**config.mk**
```make
export PLATFORM = sky130hd
export DESIGN_NAME = exe_stage
export DESIGN_NICKNAME = d
export VERILOG_FILES = /design/src/logic/exec_pkg.sv /design/src/logic/exe_unit.sv /design/src/logic/exception_unit.sv /design/src/logic/exe_stage.sv
export VERILOG_INCLUDE_DIRS = /design/src /design/src/logic
export SDC_FILE = /design/constraint.sdc
export NUM_CORES = 2
export LEC_CHECK = 0
export BUFFER_PORTS_ARGS = -buffer_cell sky130_fd_sc_hd__buf_2
export CORE_AREA = 2 2 410 290
export CTS_CLUSTER_DIAMETER = 60
export CTS_CLUSTER_SIZE = 16
export DETAILED_ROUTE_END_ITERATION = 16
export DIE_AREA = 0 0 412 292
export HOLD_SLACK_MARGIN = 0.08
export PLACE_DENSITY = 0.46
export SKIP_LAST_GASP = 1
export SLEW_MARGIN = 5
export SYNTH_ARGS = -nofsm -noshare
export SYNTH_HDL_FRONTEND = slang
export SYNTH_SLANG_ARGS = --single-unit
export TNS_END_PERCENT = 1
```
**constraint.sdc**
```tcl
create_clock -name clk -period 11.9 [get_ports clk]
set_input_delay 1.19 -clock clk [delete_from_list [all_inputs] [get_ports clk]]
set_output_delay 1.19 -clock clk [all_outputs]
set_load 0.05 [all_outputs]
```
**src/logic/exec_settings.svh**
```systemverilog
/* Execute stage settings */

`ifndef EXEC_SETTINGS_SVH
`define EXEC_SETTINGS_SVH

// datapath widths
`define EXEC_XLEN 64
`define EXEC_RIDX_W 5

// machine csr addresses
`define EXEC_CSR_MTVEC 12'h305
`define EXEC_CSR_MSCRATCH 12'h340
`define EXEC_CSR_MEPC 12'h341
`define EXEC_CSR_MCAUSE 12'h342

// trap vector after reset
`define EXEC_MTVEC_RESET 64'h0000_0000_8000_1000

// environment call from m-mode
`define EXEC_CAUSE_ECALL 64'd11

`endif

```
**src/logic/exec_pkg.sv**
```systemverilog
/* Execute stage types */

`default_nettype none

`include "exec_settings.svh"

package exec_pkg;

  typedef enum logic [4:0] {
    op_add,
    op_sub,
    op_and,
    op_or,
    op_xor,
    op_sll,
    op_srl,
    op_slt,
    op_beq,
    op_bne,
    op_jal,
    op_csrrw,
    op_csrrs,
    op_ecall
  } exec_opcode_e;

  typedef enum logic [2:0] {
    exc_idle,
    exc_save_epc,
    exc_save_cause,
    exc_load_vec,
    exc_done
  } exc_state_e;

  // decoded instruction as handed over by decode
  typedef struct packed {
    logic [`EXEC_XLEN-1:0]   pc;
    logic [31:0]             inst;
    exec_opcode_e            opcode;
    logic [`EXEC_XLEN-1:0]   op1;
    logic [`EXEC_XLEN-1:0]   op2;
    logic [`EXEC_XLEN-1:0]   op3;
    logic [`EXEC_RIDX_W-1:0] rd;
    logic                    rd_wen;
  } exec_req_t;

  typedef struct packed {
    logic [`EXEC_XLEN-1:0]   pc;
    logic [31:0]             inst;
    logic [`EXEC_RIDX_W-1:0] rd;
    logic                    rd_wen;
    logic [`EXEC_XLEN-1:0]   rd_wdata;
    logic                    pc_jmp;
    logic [`EXEC_XLEN-1:0]   pc_jmpaddr;
  } exec_result_t;

  typedef struct packed {
    logic [11:0]           addr;
    logic                  ren;
    logic                  wen;
    logic [`EXEC_XLEN-1:0] wdata;
  } csr_req_t;

endpackage

`default_nettype wire

```
**src/logic/exe_unit.sv**
```systemverilog
/* Single-cycle execution unit */

`timescale 1ns/100ps
`default_nettype none

`include "exec_settings.svh"

module exe_unit (
  input  exec_pkg::exec_req_t    i_req,
  input  logic                   i_commit,
  input  logic [`EXEC_XLEN-1:0]  i_csr_rdata,
  output exec_pkg::csr_req_t     o_csr,
  output logic [`EXEC_XLEN-1:0]  o_rd_wdata,
  output logic                   o_pc_jmp,
  output logic [`EXEC_XLEN-1:0]  o_pc_jmpaddr
);

  import exec_pkg::*;

  localparam logic [`EXEC_XLEN-1:0] inst_bytes = 4;

  logic [5:0] shamt;
  logic       slt;
  logic       is_csr;

  assign shamt  = i_req.op2[5:0];
  assign slt    = $signed(i_req.op1) < $signed(i_req.op2);
  assign is_csr = (i_req.opcode == op_csrrw) || (i_req.opcode == op_csrrs);

  always_comb begin
    o_rd_wdata   = '0;
    o_pc_jmp     = 1'b0;
    o_pc_jmpaddr = '0;
    case (i_req.opcode)
      op_add: o_rd_wdata = i_req.op1 + i_req.op2;
      op_sub: o_rd_wdata = i_req.op1 - i_req.op2;
      op_and: o_rd_wdata = i_req.op1 & i_req.op2;
      op_or:  o_rd_wdata = i_req.op1 | i_req.op2;
      op_xor: o_rd_wdata = i_req.op1 ^ i_req.op2;
      op_sll: o_rd_wdata = i_req.op1 << shamt;
      op_srl: o_rd_wdata = i_req.op1 >> shamt;
      op_slt: o_rd_wdata = {{(`EXEC_XLEN-1){1'b0}}, slt};
      op_beq: o_pc_jmp = (i_req.op1 == i_req.op2);
      op_bne: o_pc_jmp = (i_req.op1 != i_req.op2);
      op_jal: begin
        // link to the next sequential instruction
        o_pc_jmp   = 1'b1;
        o_rd_wdata = i_req.pc + inst_bytes;
      end
      // rd gets the value before the write
      op_csrrw, op_csrrs: o_rd_wdata = i_csr_rdata;
      default: ;
    endcase

    // target comes precomputed from decode
    if (o_pc_jmp) begin
      o_pc_jmpaddr = i_req.op3;
    end
  end

  always_comb begin
    o_csr = '0;
    if (is_csr) begin
      o_csr.addr = i_req.op2[11:0];
      o_csr.ren  = 1'b1;
      // write lands only on the result handshake
      o_csr.wen  = i_commit;
      if (i_req.opcode == op_csrrs) begin
        o_csr.wdata = i_csr_rdata | i_req.op1;
      end else begin
        o_csr.wdata = i_req.op1;
      end
    end
  end

endmodule

`default_nettype wire

```
**src/logic/exception_unit.sv**
```systemverilog
/* Ecall exception sequencer */

`timescale 1ns/100ps
`default_nettype none

`include "exec_settings.svh"

module exception_unit (
  input  logic                   clk,
  input  logic                   rst,
  input  logic                   i_start,
  input  logic [`EXEC_XLEN-1:0]  i_pc,
  input  logic                   i_ack,
  input  logic [`EXEC_XLEN-1:0]  i_csr_rdata,
  output logic                   o_done,
  output exec_pkg::csr_req_t     o_csr,
  output logic [`EXEC_XLEN-1:0]  o_pc_jmpaddr
);

  import exec_pkg::*;

  exc_state_e            state;
  exc_state_e            state_next;
  logic [`EXEC_XLEN-1:0] vec_q;

  always_ff @(posedge clk) begin
    if (rst) begin
      state <= exc_idle;
    end else begin
      state <= state_next;
    end
  end

  always_comb begin
    state_next = state;
    case (state)
      exc_idle:       if (i_start) state_next = exc_save_epc;
      exc_save_epc:   state_next = exc_save_cause;
      exc_save_cause: state_next = exc_load_vec;
      exc_load_vec:   state_next = exc_done;
      exc_done:       if (i_ack) state_next = exc_idle;
      default:        state_next = exc_idle;
    endcase
  end

  // one csr access per step
  always_comb begin
    o_csr = '0;
    case (state)
      exc_save_epc: begin
        o_csr.addr  = `EXEC_CSR_MEPC;
        o_csr.wen   = 1'b1;
        o_csr.wdata = i_pc;
      end
      exc_save_cause: begin
        o_csr.addr  = `EXEC_CSR_MCAUSE;
        o_csr.wen   = 1'b1;
        o_csr.wdata = `EXEC_CAUSE_ECALL;
      end
      exc_load_vec: begin
        o_csr.addr = `EXEC_CSR_MTVEC;
        o_csr.ren  = 1'b1;
      end
      default: ;
    endcase
  end

  always_ff @(posedge clk) begin
    if (state == exc_load_vec) begin
      vec_q <= i_csr_rdata;
    end
  end

  assign o_pc_jmpaddr = vec_q;
  assign o_done       = (state == exc_done);

  // stage must not restart a sequence in progress
  a_start_idle: assert property (@(posedge clk) disable iff (rst)
    i_start |-> (state == exc_idle));

endmodule

`default_nettype wire

```
**src/logic/exe_stage.sv**
```systemverilog
/* Execute stage controller */

`timescale 1ns/100ps
`default_nettype none

`include "exec_settings.svh"

module exe_stage (
  input  logic                   clk,
  input  logic                   rst,
  input  logic                   i_decoded_req,
  input  exec_pkg::exec_req_t    i_decoded,
  output logic                   o_decoded_ack,
  output logic                   o_executed_req,
  output exec_pkg::exec_result_t o_executed,
  input  logic                   i_executed_ack,
  input  logic [`EXEC_XLEN-1:0]  i_csr_rdata,
  output exec_pkg::csr_req_t     o_csr
);

  import exec_pkg::*;

  logic                  decoded_hs;
  logic                  executed_hs;
  logic                  is_ecall;
  exec_req_t             req_q;
  logic                  unit_req_q;
  logic                  sel_exc;
  logic                  start_q;
  csr_req_t              unit_csr;
  logic [`EXEC_XLEN-1:0] unit_rd_wdata;
  logic                  unit_pc_jmp;
  logic [`EXEC_XLEN-1:0] unit_pc_jmpaddr;
  logic                  exc_done;
  csr_req_t              exc_csr;
  logic [`EXEC_XLEN-1:0] exc_pc_jmpaddr;
  exec_result_t          result;

  assign is_ecall    = (i_decoded.opcode == op_ecall);
  assign decoded_hs  = i_decoded_req & o_decoded_ack;
  assign executed_hs = o_executed_req & i_executed_ack;

  // idle when nothing is in flight
  assign o_decoded_ack  = ~(unit_req_q | sel_exc);
  assign o_executed_req = unit_req_q | (sel_exc & exc_done);

  always_ff @(posedge clk) begin
    if (rst) begin
      unit_req_q <= 1'b0;
      sel_exc    <= 1'b0;
      start_q    <= 1'b0;
    end else begin
      start_q <= decoded_hs & is_ecall;
      if (decoded_hs) begin
        unit_req_q <= ~is_ecall;
        sel_exc    <= is_ecall;
      end else if (executed_hs) begin
        unit_req_q <= 1'b0;
        sel_exc    <= 1'b0;
      end
    end
  end

  always_ff @(posedge clk) begin
    if (decoded_hs) begin
      req_q <= i_decoded;
    end
  end

  // ordinary unit owns the csr port while its result is pending
  assign o_csr = unit_req_q ? unit_csr : exc_csr;

  always_comb begin
    result.pc         = req_q.pc;
    result.inst       = req_q.inst;
    result.rd         = req_q.rd;
    result.rd_wen     = sel_exc ? 1'b0 : req_q.rd_wen;
    result.rd_wdata   = sel_exc ? '0 : unit_rd_wdata;
    result.pc_jmp     = sel_exc ? 1'b1 : unit_pc_jmp;
    result.pc_jmpaddr = sel_exc ? exc_pc_jmpaddr : unit_pc_jmpaddr;
  end

  assign o_executed = executed_hs ? result : '0;

  exe_unit u_exe_unit (
    .i_req        (req_q),
    .i_commit     (executed_hs),
    .i_csr_rdata  (i_csr_rdata),
    .o_csr        (unit_csr),
    .o_rd_wdata   (unit_rd_wdata),
    .o_pc_jmp     (unit_pc_jmp),
    .o_pc_jmpaddr (unit_pc_jmpaddr)
  );

  exception_unit u_exception_unit (
    .clk          (clk),
    .rst          (rst),
    .i_start      (start_q),
    .i_pc         (req_q.pc),
    .i_ack        (i_executed_ack),
    .i_csr_rdata  (i_csr_rdata),
    .o_done       (exc_done),
    .o_csr        (exc_csr),
    .o_pc_jmpaddr (exc_pc_jmpaddr)
  );

  a_req_held: assert property (@(posedge clk) disable iff (rst)
    o_executed_req && !i_executed_ack |=> o_executed_req);

  a_one_side: assert property (@(posedge clk) disable iff (rst)
    !(o_decoded_ack && o_executed_req));

endmodule

`default_nettype wire

```
==> flow_results.org <==
** Outcome
- Result of the run :: finished, violations left
- The checks that failed: max-capacitance violations, max-slew violations.

** Timing
- Clock period minus worst slack :: 7910 ps
- Final max-slew violation count :: 2
- Portion of the clock cycle consumed by the worst path in the final layout :: 66.5%
- Slew Limit Headroom :: -1.52%
- Final Skew :: 36.5 ps
- The number of hold violations in the final report came to 0.
- Slew @ Worst Pin :: 1510 ps
- In the final timing run, aggregate negative setup slack is 0 ps.
- Unrepaired setup endpoints after global routing :: no
- Setup violations remaining at the end of the flow were counted as 0.
- Fmax :: 126 MHz

** Worst setup path
- For the worst flop-to-flop path, the logic depth is 4.
- At the worst endpoint, the arrival time is 6720 ps.
- Traced cell by cell, the critical path runs through buf_4, clkinv_2, ha_1, nor2_1, o21ai_0, a211oi_1, nor3_2, a211oi_1, o21ai_1, a21oi_1, o21ai_1, and3_1, or3_1, a31oi_1, buf_2.
- Critical Path RT :: 10710 ps
- The worst setup path is launched from a register.
- In this run the critical register-to-register path is captured at req_q[179]$_DFFE_PP_.
- By startpoint and endpoint, the worst setup path is classified as reg2out.
- Crit Reg-Reg Startpoint :: unit_req_q$_SDFFE_PP0P_
- The largest single stage delay on the critical path is 840 ps.
- Peak fanout along the critical path :: 70
- Crit path buf inv count :: 3
- The largest individual stage delay along the critical path comes from the cell sky130_fd_sc_hd__clkinv_2.
- Critical path endpoint category :: primary output
- Setup slack on the worst reg-to-reg path comes out at 8430 ps.
- The kind of cell with the highest combined delay along the critical path is compound AO/OA/AOI/OAI gates.

** Clocking
- The clock passes through at most 3 buffers.
- In this run, post-CTS repair resized a total of 0 instances.
- Cell at the root of the clock tree :: sky130_fd_sc_hd__clkbuf_16
- In this run the post-CTS setup repair buffer count came out at 0.
- Clock Latency Late Sink :: 620 ps
- Sink Count :: 369
- Buffers inserted to repair hold after CTS numbered 0.
- The clock tree synthesis step divided the H-tree into 2 levels.
- Buffers inserted during clock tree synthesis total 37.
- After clock tree synthesis, the clock-pin slew on the worst setup and hold paths is 70 ps.
- TritonCTS clock tree :: built

** Drt
- For this block, the initial DRC count from the detailed router was 5450.
- Post-Route WL :: 211 mm
- After detailed routing, the number of remaining DRC violations is 0.
- After detailed routing, the average wire length per cell comes to 33.8 um.
- Total number of vias :: 38114
- The detail route stage leaves a number of antenna-violating nets equal to 0.
- Via/cell ratio :: 6.11
- Number of detailed-route iterations in the first pass :: 8

** Synth
- In the synthesized netlist, the number of instances is 4182.
- Sequential elements use 31.7% of the synthesized area.
- Flop and latch count out of synthesis :: 369
- Dominant synthesized flop cell :: sky130_fd_sc_hd__edfxtp_1
- Net Count, Synth :: 4745
- After synthesis, the largest area contributor takes up 31.4% of total cell area.
- Ys Warns :: 0
- A synthesized cell averages 8.30 um2.
- Cell type with the highest aggregate area in the netlist :: sky130_fd_sc_hd__edfxtp_1
- The number of different library cells used by synthesis comes to 85.
- In the post-synthesis netlist, the biggest area contributors are sky130_fd_sc_hd__edfxtp_1 31%, sky130_fd_sc_hd__ha_1 7.0%, sky130_fd_sc_hd__nor2_1 6.5%.
- After synthesis the cells add up to 34700 um2.
- Async SR Flop Fraction :: 0%
- Post-synth EDFFs :: 363

** Place
- Cell count after placement :: 6175
- Port buffering added 677 buffers.
- Post-detailed-placement half-perimeter wirelength :: 165 mm
- The congestion estimate from routability-driven global placement came to 0.999.

** Pwr
- Maximum ir drop on the vdd rail :: 81.6 uV
- In this run the static leakage power is 16.8 nW.
- Cell area power density :: 108 nW/um2

** Global route
- The first global-routing pass estimated 286 mm of wire.
- Largest net degree at the start of global routing :: 135
- The initial antenna violation count was 27.
- Via count of the first global-routing pass :: 34970
- Summed over all layers, the global routing overflow is 0.
- Global routing consumed, over all layers together, 33.4% of the routing resources.

** Run
- Max-Cap Viols :: 1

** Floorplanning
- Floorplan Core Area :: 116000 um2
- Total number of placement rows :: 105
- Die boundary height :: 292 um
- Die outline area :: 120000 um2
- In this run the count of I/O pins placed on the die edge is 678.
- In this run the horizontal extent of the chip is 412 um.
- Starting Density :: 29.8%

** Finish
- Area Growth Syn to Fin :: 17.4%
- Most frequent standard cell in the layout excluding fill and tap cells :: sky130_fd_sc_hd__buf_2
- Non-filler instance count after layout :: 6238
- Post-layout utilization of the core :: 35.0%
- Commonest cells after routing, fill and taps aside :: 677 x sky130_fd_sc_hd__buf_2, 595 x sky130_fd_sc_hd__nor2_1, 445 x sky130_fd_sc_hd__a21oi_1
- After the last flow step, the layout net total stands at 5226.
- Of the cells placed in the final design, the portion with a size suffix greater than 1 is 20.8%.

** Worst hold path
- Min-Delay Path Class :: reg2reg
- Hold_sp :: start_q$_SDFF_PP0_
- Destination of the worst hold path :: u_exception_unit.state[0]$_SDFFE_PP0P_
- Worst hold stages :: 2
[through the flow]
stage                     setup WS (ps)  hold slack [ps]  power, mW  cell area [um2]
after detailed placement           4940              464       3.11            39500
after CTS                          4270              502       4.35            40700
after global placement             4920              463       3.12            39500
final                              3990              515       4.38            40700
after floorplan                    3110              440       2.52            34700
after global routing               3790              546       4.54            40700
[kinds of logic (layout without fill, tap and decap cells)]
family / after synthesis / count (layout) / synth area share [%]
AOI/OAI and AO/OA: 1297 / 1297 / 23.3
xor gates and xnor gates: 120 / 120 / 3.03
muxes: 255 / 255 / 10.6
DFF: 369 / 369 / 31.7
adders and majority gates: 196 / 196 / 7.11
and+or+nand+nor: 1420 / 1420 / 18.4
buffers and inverters: 525 / 1026 / 5.82
other: 0 / 4 / 0
[state kept, by name, indices dropped and copies added, names as in the netlist]
signal	flops
req_q	299
sel_exc	1
start_q	1
u_exception_unit.o_pc_jmpaddr	64
u_exception_unit.state	3
unit_req_q	1
[layer usage]
| metal | up-vias | part of all wire [%] | global-route usage (%) |
|---|---|---|---|
| li1 | 16394 | - | - |
| met1 | 18853 | 44 | 48.6 |
| met2 | 2507 | 40 | 46.4 |
| met3 | 336 | 13 | 11.6 |
| met4 | 24 | 2.8 | 8.27 |
| met5 | - | 0.076 | 0 |
[layout make-up]
| type | count | area, um2 |
|---|---|---|
| clock buffer | 38 | 951 |
| sequential | 369 | 11000 |
| inverter | 214 | 807 |
| clock inverter | 21 | 249 |
| timing repair buffer | 753 | 4000 |
| tap | 1551 | 1940 |
| antenna | 4 | 10.0 |
| multi-input combinational | 3288 | 21800 |
| fill | 12415 | 75700 |
[worst max-delay path by stage]
stage / from / endpoint / depth (start not counted)
detailed placement: req_q[73]$_DFFE_PP_ / o_executed[127] / 15
finish: req_q[73]$_DFFE_PP_ / o_executed[127] / 15
CTS: req_q[73]$_DFFE_PP_ / o_executed[127] / 15
global route: req_q[73]$_DFFE_PP_ / o_executed[110] / 15
global placement: req_q[73]$_DFFE_PP_ / o_executed[127] / 15
floorplan: unit_req_q$_SDFFE_PP0P_ / sel_exc$_SDFFE_PP0P_ / 5
[cell usage after synthesis (55+ instances only)]
| cell type | count |
|---|---|
| sky130_fd_sc_hd__inv_1 | 206 |
| sky130_fd_sc_hd__o21ai_0 | 317 |
| sky130_fd_sc_hd__xnor2_1 | 99 |
| sky130_fd_sc_hd__and3_1 | 109 |
| sky130_fd_sc_hd__mux4_2 | 89 |
| sky130_fd_sc_hd__a221oi_1 | 81 |
| sky130_fd_sc_hd__a21oi_1 | 446 |
| sky130_fd_sc_hd__nand2_1 | 371 |
| sky130_fd_sc_hd__a22oi_1 | 55 |
| sky130_fd_sc_hd__mux2i_1 | 144 |
| sky130_fd_sc_hd__nand3_1 | 75 |
| sky130_fd_sc_hd__ha_1 | 194 |
| sky130_fd_sc_hd__nor3_1 | 66 |
| sky130_fd_sc_hd__nor2_1 | 599 |
| sky130_fd_sc_hd__edfxtp_1 | 363 |
| sky130_fd_sc_hd__clkbuf_1 | 232 |
[power breakdown]
group | internal [mW] | total, mW | switching [mW]
registers | 1.51 | 1.62 | 0.112
clock network | 0.625 | 1.23 | 0.606
logic | 0.465 | 1.53 | 1.06
[worst register-to-register path, stage by stage, from the launching register on]
cell                      delay [ps]
sky130_fd_sc_hd__dfxtp_1         510
sky130_fd_sc_hd__nor2_1          240
sky130_fd_sc_hd__and2_4          700
sky130_fd_sc_hd__buf_4           730
sky130_fd_sc_hd__buf_4           840
No activity file was read; power rests on OpenSTA's default activity.
