===== src/logic/exec_settings.svh =====
/* Execute stage settings */

`ifndef EXEC_SETTINGS_SVH
`define EXEC_SETTINGS_SVH

// datapath widths
`define EXEC_XLEN 64
`define EXEC_RIDX_W 5

// machine csr addresses
`define EXEC_CSR_MTVEC 12'h305
`define EXEC_CSR_MSCRATCH 12'h340
`define EXEC_CSR_MEPC 12'h341
`define EXEC_CSR_MCAUSE 12'h342

// trap vector after reset
`define EXEC_MTVEC_RESET 64'h0000_0000_8000_1000

// environment call from m-mode
`define EXEC_CAUSE_ECALL 64'd11

`endif


===== src/logic/exec_pkg.sv =====
/* Execute stage types */

`default_nettype none

`include "exec_settings.svh"

package exec_pkg;

  typedef enum logic [4:0] {
    op_add,
    op_sub,
    op_and,
    op_or,
    op_xor,
    op_sll,
    op_srl,
    op_slt,
    op_beq,
    op_bne,
    op_jal,
    op_csrrw,
    op_csrrs,
    op_ecall
  } exec_opcode_e;

  typedef enum logic [2:0] {
    exc_idle,
    exc_save_epc,
    exc_save_cause,
    exc_load_vec,
    exc_done
  } exc_state_e;

  // decoded instruction as handed over by decode
  typedef struct packed {
    logic [`EXEC_XLEN-1:0]   pc;
    logic [31:0]             inst;
    exec_opcode_e            opcode;
    logic [`EXEC_XLEN-1:0]   op1;
    logic [`EXEC_XLEN-1:0]   op2;
    logic [`EXEC_XLEN-1:0]   op3;
    logic [`EXEC_RIDX_W-1:0] rd;
    logic                    rd_wen;
  } exec_req_t;

  typedef struct packed {
    logic [`EXEC_XLEN-1:0]   pc;
    logic [31:0]             inst;
    logic [`EXEC_RIDX_W-1:0] rd;
    logic                    rd_wen;
    logic [`EXEC_XLEN-1:0]   rd_wdata;
    logic                    pc_jmp;
    logic [`EXEC_XLEN-1:0]   pc_jmpaddr;
  } exec_result_t;

  typedef struct packed {
    logic [11:0]           addr;
    logic                  ren;
    logic                  wen;
    logic [`EXEC_XLEN-1:0] wdata;
  } csr_req_t;

endpackage

`default_nettype wire


===== src/logic/csr_file.sv =====
/* Machine-mode CSR file */

`timescale 1ns/100ps
`default_nettype none

`include "exec_settings.svh"

module csr_file (
  input  logic                   clk,
  input  logic                   rst,
  input  exec_pkg::csr_req_t     i_csr,
  output logic [`EXEC_XLEN-1:0]  o_rdata
);

  logic [`EXEC_XLEN-1:0] mtvec;
  logic [`EXEC_XLEN-1:0] mscratch;
  logic [`EXEC_XLEN-1:0] mepc;
  logic [`EXEC_XLEN-1:0] mcause;

  always_ff @(posedge clk) begin
    if (rst) begin
      mtvec    <= `EXEC_MTVEC_RESET;
      mscratch <= '0;
      mepc     <= '0;
      mcause   <= '0;
    end else if (i_csr.wen) begin
      case (i_csr.addr)
        `EXEC_CSR_MTVEC:    mtvec <= i_csr.wdata;
        `EXEC_CSR_MSCRATCH: mscratch <= i_csr.wdata;
        // epc is always 4-byte aligned
        `EXEC_CSR_MEPC:     mepc <= {i_csr.wdata[`EXEC_XLEN-1:2], 2'b00};
        `EXEC_CSR_MCAUSE:   mcause <= i_csr.wdata;
        default: ;
      endcase
    end
  end

  // unknown addresses read as zero
  always_comb begin
    o_rdata = '0;
    if (i_csr.ren) begin
      case (i_csr.addr)
        `EXEC_CSR_MTVEC:    o_rdata = mtvec;
        `EXEC_CSR_MSCRATCH: o_rdata = mscratch;
        `EXEC_CSR_MEPC:     o_rdata = mepc;
        `EXEC_CSR_MCAUSE:   o_rdata = mcause;
        default:            o_rdata = '0;
      endcase
    end
  end

endmodule

`default_nettype wire


===== config.mk =====
export PLATFORM = sky130hd
export DESIGN_NAME = csr_file
export DESIGN_NICKNAME = d
export VERILOG_FILES = /design/src/logic/exec_pkg.sv /design/src/logic/csr_file.sv
export VERILOG_INCLUDE_DIRS = /design/src /design/src/logic
export SDC_FILE = /design/constraint.sdc
export NUM_CORES = 1
export LEC_CHECK = 0
export ABC_CLOCK_PERIOD_IN_PS = 3400
export BUFFER_PORTS_ARGS = -buffer_cell sky130_fd_sc_hd__buf_2
export CAP_MARGIN = 25
export CORE_MARGIN = 2
export CORE_UTILIZATION = 55
export CTS_BUF_LIST = sky130_fd_sc_hd__clkbuf_16
export CTS_CLUSTER_DIAMETER = 120
export DETAILED_ROUTE_END_ITERATION = 6
export PLACE_DENSITY_LB_ADDON = 0.25
export SYNTH_ARGS = -nofsm -noshare
export SYNTH_HDL_FRONTEND = slang
export SYNTH_SLANG_ARGS = --single-unit

===== constraint.sdc =====
create_clock -name clk -period 3.4 [get_ports clk]
set_input_delay 0.51 -clock clk [delete_from_list [all_inputs] [get_ports clk]]
set_output_delay 0.51 -clock clk [all_outputs]
set_load 0.01 [all_outputs]

==> flow_metrics.py, run 1 <==
metrics = {
    "clocking": {
        "cts_sinks": 254,
        "clk_latency_ns": 0.53,
        "cts_setup_buffers": 0,
        "ctsHoldBuffers": 0,
        "post_cts_resize_count": 0,
        "cts_buffers": 28,
        "clock_path_buffers": 3,
        "cts.reportedPaths.clkPinSlew_ns": 0.06,
        "cts_htree_levels": 1,
        "clockRootBuffer": "clkbuf_16",
        "tritoncts": "yes",
    },
    "setup_path": {
        "startpoint_type": "input pin",
        "critPathRequiredTime_ns": 2.89,
        "worst-path-buf-inv": 3,
        "crit_type": "in2out",
        "critPathTopFamily": "buffers and inverters",
        "cpPeakStageDelay_ns": 0.54,
        "crit_slowest_cell": "buf_4",
        "cpMostUsedCell": "buf_4",
        "cp.arrival_ns": 2.48,
        "endpoint_kind": "output pin",
        "critPathMaxFanout": 60,
        "crit_chain": "buf_4, buf_4, and3b_1, o2111ai_1, a221oi_1, buf_2",
    },
    "logic_synthesis": {
        "ys_seq_area_share_pct": 36.7,
        "synthesis.area_mm2": 0.0139,
        "synth_cells": 1390,
        "syn_area_per_cell_um2": 9.98,
        "yosysWarnings": 0,
        "synth_cell_types": 23,
        "synth-seq-cells": 254,
        "synthesis.nets": 1470,
    },
    "detailed_routing": {
        "first_iter_violations": 1009,
        "drc": 0,
        "vias_per_cell": 6.07,
        "wl_per_cell_um": 20.0,
        "first_pass_iters": 4,
        "vias": 10900,
        "postRouteAntennaNets": 0,
        "routed_wl_um": 35800,
    },
    "cells_and_area": {
        "layoutNonFillerInstCount": 1789,
        "fin_nets": 1517,
        "mostFrequentLayoutCells": "nand2b_1 (317), mux2i_1 (254), dfxtp_1 (254), buf_2 (139), and3b_1 (126)",
        "drive_gt1_share_pct": 19.3,
        "area_growth_pct": 11.9,
        "n_antenna_cell": 0,
        "final_common_cell": "nand2b_1",
    },
    "global_route": {
        "grt_use_met2_pct": 43.8,
        "grt_max_degree": 152,
        "grtUsageTotal_pct": 26.6,
        "grt_antenna_before_repair": 1,
        "met3_usage_pct": 4.23,
        "grt_pass1_wl_um": 57800,
        "grtUsageMet1_pct": 36.4,
        "grt-busiest-layer": "met2",
        "first_global_vias": 10800,
        "grt_overflow": 0,
    },
    "placed_design": {
        "portBuffers": 143,
        "dpl.hpwl_um": 20400,
        "finalWeightedCongestion": 0.763,
        "dpl.cell_count": 1737,
    },
    "timing": {
        "finalClockSkew_ns": 0,
        "tightest_slew_ns": 0.961,
        "hold_viol_final": 0,
        "setup_viol_count_final": 0,
        "report.final.slew_viol_count": 0,
        "max_freq_mhz": 334,
        "finalCritPeriodShare_pct": 88.0,
        "setup_tns_ns": 0,
        "max_slew_margin_pct": 36.0,
        "rsz0062_at_grt": "no",
        "min_period_ns": 2.99,
    },
    "floorplan": {
        "ioPinCount": 144,
        "die_w_um": 163,
        "core_area_mm2": 0.0250,
        "die_area_mm2": 0.0265,
        "core.rowCount": 58,
        "start_util_pct": 55.6,
        "die_h_um": 163,
    },
    "pwr": {
        "ir_drop_mv": 0.296,
        "power_mw": 6.12,
        "p_leak_nw": 7.20,
        "p_per_area_mw_per_mm2": 395,
    },
    "flow_run": {
        "drv_cap": 0,
    },
    "outcome": {
        "status": "finished clean",
    },
    "worst_hold_path": {
        "holdCritPathClass": "in2reg",
    },
}
[path summary, 6_finish.rpt]
path,to,slack (ns),cells past startpoint,start
hold reg to reg,mtvec[48]$_SDFFE_PP0P_,0.47,2,mtvec[48]$_SDFFE_PP0P_
hold / removal,mtvec[31]$_SDFFE_PP1P_,0.27,3,i_csr[31]
setup / recovery,o_rdata[39],0.41,6,i_csr[68]
setup reg to reg,mtvec[20]$_SDFFE_PP0P_,2.78,2,mtvec[20]$_SDFFE_PP0P_
[layout make-up]
cell class,instances,area [um^2]
clock buffers,29,726
clock inverters,23,91.3
fillers,2086,9450
multi-input cells,975,8070
flip-flops and latches,254,5080
well taps,330,413
repair buffers,178,1130
[registers in the layout (all words and copies together) (netlist names)]
name,count
mepc,62
mscratch,64
mtvec,64
mcause,64
[routing by layer]
metal / part of all wire [%] / vias up / wire [um]
met2: 46 / 346 / 16500
met5: 0.036 / - / 13
met4: 2.1 / 2 / 767
li1: - / 5165 / -
met3: 5.7 / 54 / 2030
met1: 46 / 5298 / 16400
[stage by stage]
step           worst slack, ns  hold WS (ns)  instance area [um^2]  utilization [%]
2_1_floorplan             1.05         0.444                 13900                -
3_3_place_gp             0.541         0.454                 14700             58.9
3_5_place_dp             0.423         0.456                 14700             58.9
4_1_cts                  0.457         0.258                 15500             62.2
5_1_grt                  0.354         0.255                 15500             62.2
6_report                 0.409         0.267                 15500             62.2
[where the power goes]
part / internal, mW / total, mW / switching (mW)
clock network: 1.52 / 2.72 / 1.20
logic: 0.164 / 0.428 / 0.263
registers: 2.98 / 2.98 / 0.000146
[worst reg2reg max path, stage by stage, from the launching register on]
cell and delay (ns):
dfxtp_1 0.35, nand2b_1 0.07, mux2i_1 0.13
[synthesized netlist by cell type]
cell	instances	area (um^2)
and3b_1	126	1100
mux2i_1	254	2540
nor2b_1	1	6.26
nand3_1	1	5.00
buf_1	7	26.3
nor4b_4	2	47.6
nand2b_1	317	1980
o2111ai_1	62	543
buf_4	17	128
nor4bb_1	3	30.0
nor4b_1	1	8.76
nand4_1	70	438
clkbuf_1	85	319
mux2_2	64	721
nor2_1	4	15.0
nor3b_1	1	7.51
a21o_1	1	7.51
or2_2	1	6.26
dfxtp_1	254	5080
and4_1	2	17.5
buf_2	52	260
a221oi_1	64	561
nand3b_1	1	7.51
[cell families (layout without fill, tap and decap cells)]
logic type / after synthesis / in the layout / synth area share [%]
AO/OA/AOI/OAI: 127 / 127 / 8.01
buffers and inverters: 161 / 230 / 5.29
flip-flops: 254 / 254 / 36.7
multiplexers: 318 / 318 / 23.5
AND/OR/NAND/NOR: 530 / 530 / 26.5
Power figures use the tool's default switching activity.
==> inputs of run 2 (changes only) <==
Settings changed: CORE_MARGIN 2 to not set.
==> flow_metrics.py, run 2 (synthesis gave the netlist of run 1 again) <==
metrics = {
    "placed_design": {
        "finalWeightedCongestion": 0.744,
        "portBuffers": 143,
        "dpl.hpwl_um": 21600,
    },
    "setup_path": {
        "cpPeakStageDelay_ns": 0.50,
        "critPathRequiredTime_ns": 2.89,
        "startpoint_type": "input pin",
        "cpMostUsedCell": "buf_2",
        "critPathTopFamily": "buffers and inverters",
        "cp.arrival_ns": 2.36,
        "endpoint_kind": "output pin",
        "worst-path-buf-inv": 3,
        "critPathMaxFanout": 46,
        "crit_type": "in2out",
        "crit_chain": "buf_2, nor4b_4, buf_4, o2111ai_1, a221oi_1, buf_2",
        "crit_slowest_cell": "buf_4",
    },
    "timing": {
        "tightest_slew_ns": 0.890,
        "setup_viol_count_final": 0,
        "report.final.slew_viol_count": 0,
        "max_slew_margin_pct": 40.5,
        "hold_viol_final": 0,
        "whs_ns": 0.260,
        "finalClockSkew_ns": 0,
        "min_period_ns": 2.87,
        "max_freq_mhz": 348,
        "finalCritPeriodShare_pct": 84.4,
        "rsz0062_at_grt": "no",
        "setup_tns_ns": 0,
    },
    "pwr": {
        "p_leak_nw": 7.27,
        "p_int_mw": 4.90,
        "p_per_area_mw_per_mm2": 407,
        "power.share.sequential_pct": 46.8,
        "p_switching_mw": 1.47,
        "switching_share_pct": 23.1,
        "power_frac_comb_pct": 6.7,
        "ir_drop_mv": 0.332,
        "clockPowerShare_pct": 46.5,
    },
    "clocking": {
        "clock_path_buffers": 3,
        "clk_latency_ns": 0.53,
        "cts.reportedPaths.clkPinSlew_ns": 0.06,
        "cts_buffers": 28,
        "tritoncts": "yes",
        "cts_htree_levels": 1,
        "cts_setup_buffers": 0,
        "ctsHoldBuffers": 0,
        "cts_sinks": 254,
        "post_cts_resize_count": 0,
        "clockRootBuffer": "clkbuf_16",
    },
    "cells_and_area": {
        "mostFrequentLayoutCells": "nand2b_1 (317), mux2i_1 (254), dfxtp_1 (254), buf_2 (140), and3b_1 (126)",
        "top_regs": "mcause (64), mscratch (64), mtvec (64)",
        "fin_nets": 1523,
        "final_common_cell": "nand2b_1",
        "area_growth_pct": 12.7,
        "drive_gt1_share_pct": 19.9,
    },
    "floorplan": {
        "start_util_pct": 56.5,
        "ioPinCount": 144,
        "die_area_mm2": 0.0259,
        "core.rowCount": 57,
        "core_area_mm2": 0.0245,
        "die_w_um": 161,
        "die_h_um": 161,
    },
    "detailed_routing": {
        "first_pass_iters": 5,
        "drc": 0,
        "vias_per_cell": 6.12,
        "routed_wl_um": 36000,
        "vias": 10900,
        "wl_per_cell_um": 20.1,
        "postRouteAntennaNets": 0,
        "first_iter_violations": 766,
    },
    "global_route": {
        "grt_antenna_before_repair": 3,
        "grt_max_degree": 107,
        "grt_overflow": 0,
        "first_global_vias": 10900,
        "grtUsageTotal_pct": 27.5,
        "grt_pass1_wl_um": 58400,
    },
    "worst_hold_path": {
        "holdCritPathClass": "in2reg",
    },
    "outcome": {
        "status": "finished clean",
    },
    "flow_run": {
        "drv_cap": 0,
    },
}
==> run 2: cell types whose count changed in the layout (fill, tap and decap cells not counted), sizes merged <==
cell	before	now
clkinv	18	9
buf	178	184
inv	4	8
bufinv	0	3
diode	0	3
clkinvlp	1	0
==> run 2: worst register-to-register path: stages (launching register included) <==
cell and delay [ns]:
dfxtp_1 0.34, nand2b_1 0.06, mux2i_1 0.16
==> run 2: worst paths after layout <==
kind,slack (ns),start,to,depth (start not counted)
worst min register to register,0.47,mtvec[43]$_SDFFE_PP0P_,mtvec[43]$_SDFFE_PP0P_,2
worst min-delay path,0.26,i_csr[12],mtvec[12]$_SDFFE_PP1P_,3
worst max register to register,2.76,mscratch[24]$_SDFFE_PP0P_,mscratch[24]$_SDFFE_PP0P_,2
worst max-delay path,0.53,i_csr[77],o_rdata[58],6
==> run 2: area by class of cell <==
cell class,instances,area (um^2)
fillers,2042,8900
multi-input cells,975,8070
flip-flops and latches,254,5080
repair buffers,184,1170
clock buffers,29,726
well taps,324,405
clock inverters,20,161
diodes,3,7.51
==> run 2: stage by stage <==
stage | setup WS (ns) | instance area, um^2 | cells | power [mW] | utilization [%]
final | 0.529 | 15600 | 1789 | 6.37 | 63.7
after global routing | 0.431 | 15600 | 1789 | 6.57 | 63.7
after CTS | 0.565 | 15600 | 1786 | 6.40 | 63.7
after detailed placement | 0.573 | 14700 | 1737 | 3.47 | 60.1
after global placement | 0.580 | 14700 | 1737 | 3.46 | 60.1
after floorplan | 1.05 | 13900 | 1390 | 3.31 | -
==> run 2: layer usage <==
layer  part of all wire [%]  vias up  GRT usage [%]
li1                       -     5175              -
met1                     46     5379           37.4
met2                     47      322           45.5
met3                    5.0       70           3.51
met4                    2.3        0           8.58
met5                      0        -              0
==> run 2: power by group through the flow <==
| stage | clock network (mW) | registers, mW | logic (mW) |
|---|---|---|---|
| global placement | 0 | 3.04 | 0.418 |
| detailed placement | 0 | 3.04 | 0.423 |
| global route | 3.14 | 2.97 | 0.455 |
| finish | 2.96 | 2.98 | 0.428 |
| CTS | 3.00 | 2.98 | 0.424 |
| floorplan | 0 | 3.04 | 0.266 |
==> inputs of run 3 (changes only) <==
Settings changed: ABC_CLOCK_PERIOD_IN_PS 3400 to 2650.
Clock period 3.4 ns to 2.65 ns, I/O delays scaled along.
==> flow_metrics.py, run 3 (synthesis gave the netlist of run 1 again) <==
metrics = {
    "outcome": {
        "status": "finished clean",
    },
    "placed_design": {
        "place_area_mm2": 0.0149,
        "finalWeightedCongestion": 0.752,
        "dpl.cell_count": 1739,
        "portBuffers": 143,
        "dpl.hpwl_um": 21300,
        "dp_worst_setup_slack_ns": 0.184,
    },
    "floorplan": {
        "die_area_mm2": 0.0259,
        "ioPinCount": 144,
        "start_util_pct": 56.5,
        "die_w_um": 161,
        "die_h_um": 161,
        "core_area_mm2": 0.0245,
        "core.rowCount": 57,
    },
    "detailed_routing": {
        "postRouteAntennaNets": 0,
        "first_pass_iters": 5,
        "vias_per_cell": 6.23,
        "vias": 11200,
        "drc": 0,
        "wl_per_cell_um": 20.5,
        "first_iter_violations": 818,
        "routed_wl_um": 36700,
    },
    "global_route": {
        "grtUsageMet1_pct": 38.3,
        "grt_use_met2_pct": 46.4,
        "grt_pass1_wl_um": 59500,
        "grt_overflow": 0,
        "grtUsageTotal_pct": 28.2,
        "met3_usage_pct": 3.69,
        "grt_max_degree": 88,
        "grt-busiest-layer": "met2",
        "grt_antenna_before_repair": 2,
        "first_global_vias": 11000,
    },
    "clocking": {
        "cts_buffers": 29,
        "post_cts_resize_count": 0,
        "clockRootBuffer": "clkbuf_16",
        "cts_sinks": 254,
        "clk_latency_ns": 0.53,
        "cts_htree_levels": 1,
        "tritoncts": "yes",
        "clock_path_buffers": 3,
        "cts.reportedPaths.clkPinSlew_ns": 0.06,
        "cts_setup_buffers": 0,
        "ctsHoldBuffers": 0,
    },
    "setup_path": {
        "cp.arrival_ns": 2.09,
        "crit_chain": "buf_2, nor4b_4, buf_12, buf_12, buf_4, o2111ai_1, a221oi_1, buf_2",
        "crit_slowest_cell": "nor4b_4",
        "cpPeakStageDelay_ns": 0.32,
        "critPathRequiredTime_ns": 2.25,
        "crit_type": "in2out",
        "startpoint_type": "input pin",
        "endpoint_kind": "output pin",
        "critPathMaxFanout": 39,
    },
    "timing": {
        "finalClockSkew_ns": 0,
        "tightest_slew_ns": 0.561,
        "max_slew_margin_pct": 62.6,
        "rsz0062_at_grt": "no",
        "max_freq_mhz": 402,
        "setup_viol_count_final": 0,
        "finalWorstSetupSlack_ns": 0.162,
        "hold_viol_final": 0,
        "report.final.slew_viol_count": 0,
        "setup_tns_ns": 0,
        "whs_ns": 0.142,
        "min_period_ns": 2.49,
        "finalCritPeriodShare_pct": 93.9,
    },
    "cells_and_area": {
        "fin_nets": 1526,
        "layoutNonFillerInstCount": 1790,
        "drive_gt1_share_pct": 20.1,
        "postLayoutCellArea_mm2": 0.0158,
        "top_regs": "mcause (64), mscratch (64), mtvec (64)",
        "fin_util_pct": 64.3,
        "mostFrequentLayoutCells": "nand2b_1 (317), mux2i_1 (254), dfxtp_1 (254), buf_2 (140), and3b_1 (126)",
        "area_growth_pct": 13.8,
        "final_common_cell": "nand2b_1",
    },
    "flow_run": {
        "drv_cap": 0,
    },
    "pwr": {
        "p_leak_nw": 7.32,
        "power_mw": 8.01,
        "p_per_area_mw_per_mm2": 508,
        "ir_drop_mv": 0.592,
    },
    "worst_hold_path": {
        "holdCritPathClass": "in2reg",
    },
}
==> run 3: changes by cell type in the layout (fill, tap and decap cells not counted), moves of 2 or more <==
cell / previous run / this run
clkinv_2: 2 / 5
inv_1: 7 / 5
bufinv_16: 3 / 1
buf_12: 11 / 26
buf_4: 32 / 19
==> run 3: where the power goes <==
group          switching [mW]  internal (mW)  total [mW]
Clock                    1.57           2.05        3.62
Combinational           0.340          0.232       0.573
Sequential           0.000191           3.82        3.82
==> run 3: worst paths after layout <==
path         cells past startpoint  slack (ns)                   start                      to
max                              8        0.16               i_csr[77]             o_rdata[24]
min reg2reg                      2        0.47   mtvec[2]$_SDFFE_PP0P_   mtvec[2]$_SDFFE_PP0P_
min                              3        0.14               i_csr[31]  mtvec[31]$_SDFFE_PP1P_
max reg2reg                      2        2.02  mcause[7]$_SDFFE_PP0P_  mcause[7]$_SDFFE_PP0P_
==> run 3: metal layers <==
layer | share of wire, % | vias up
li1 | - | 5193
met1 | 44 | 5483
met2 | 48 | 402
met3 | 5.6 | 74
met4 | 2.4 | 0
met5 | 0 | -
==> run 3: worst max-delay path, delay by kind of cell <==
family	cells	cell delay, ns
compound gates	2	0.43
simple gates	1	0.32
buf+inv	5	0.90
==> run 3: layout make-up <==
| type | count | area (um^2) |
|---|---|---|
| Clock buffer | 29 | 726 |
| Multi-Input combinational cell | 975 | 8070 |
| Clock inverter | 20 | 111 |
| Timing Repair Buffer | 186 | 1380 |
| Sequential cell | 254 | 5080 |
| Fill cell | 1985 | 8750 |
| Antenna cell | 2 | 5.00 |
| Tap cell | 324 | 405 |
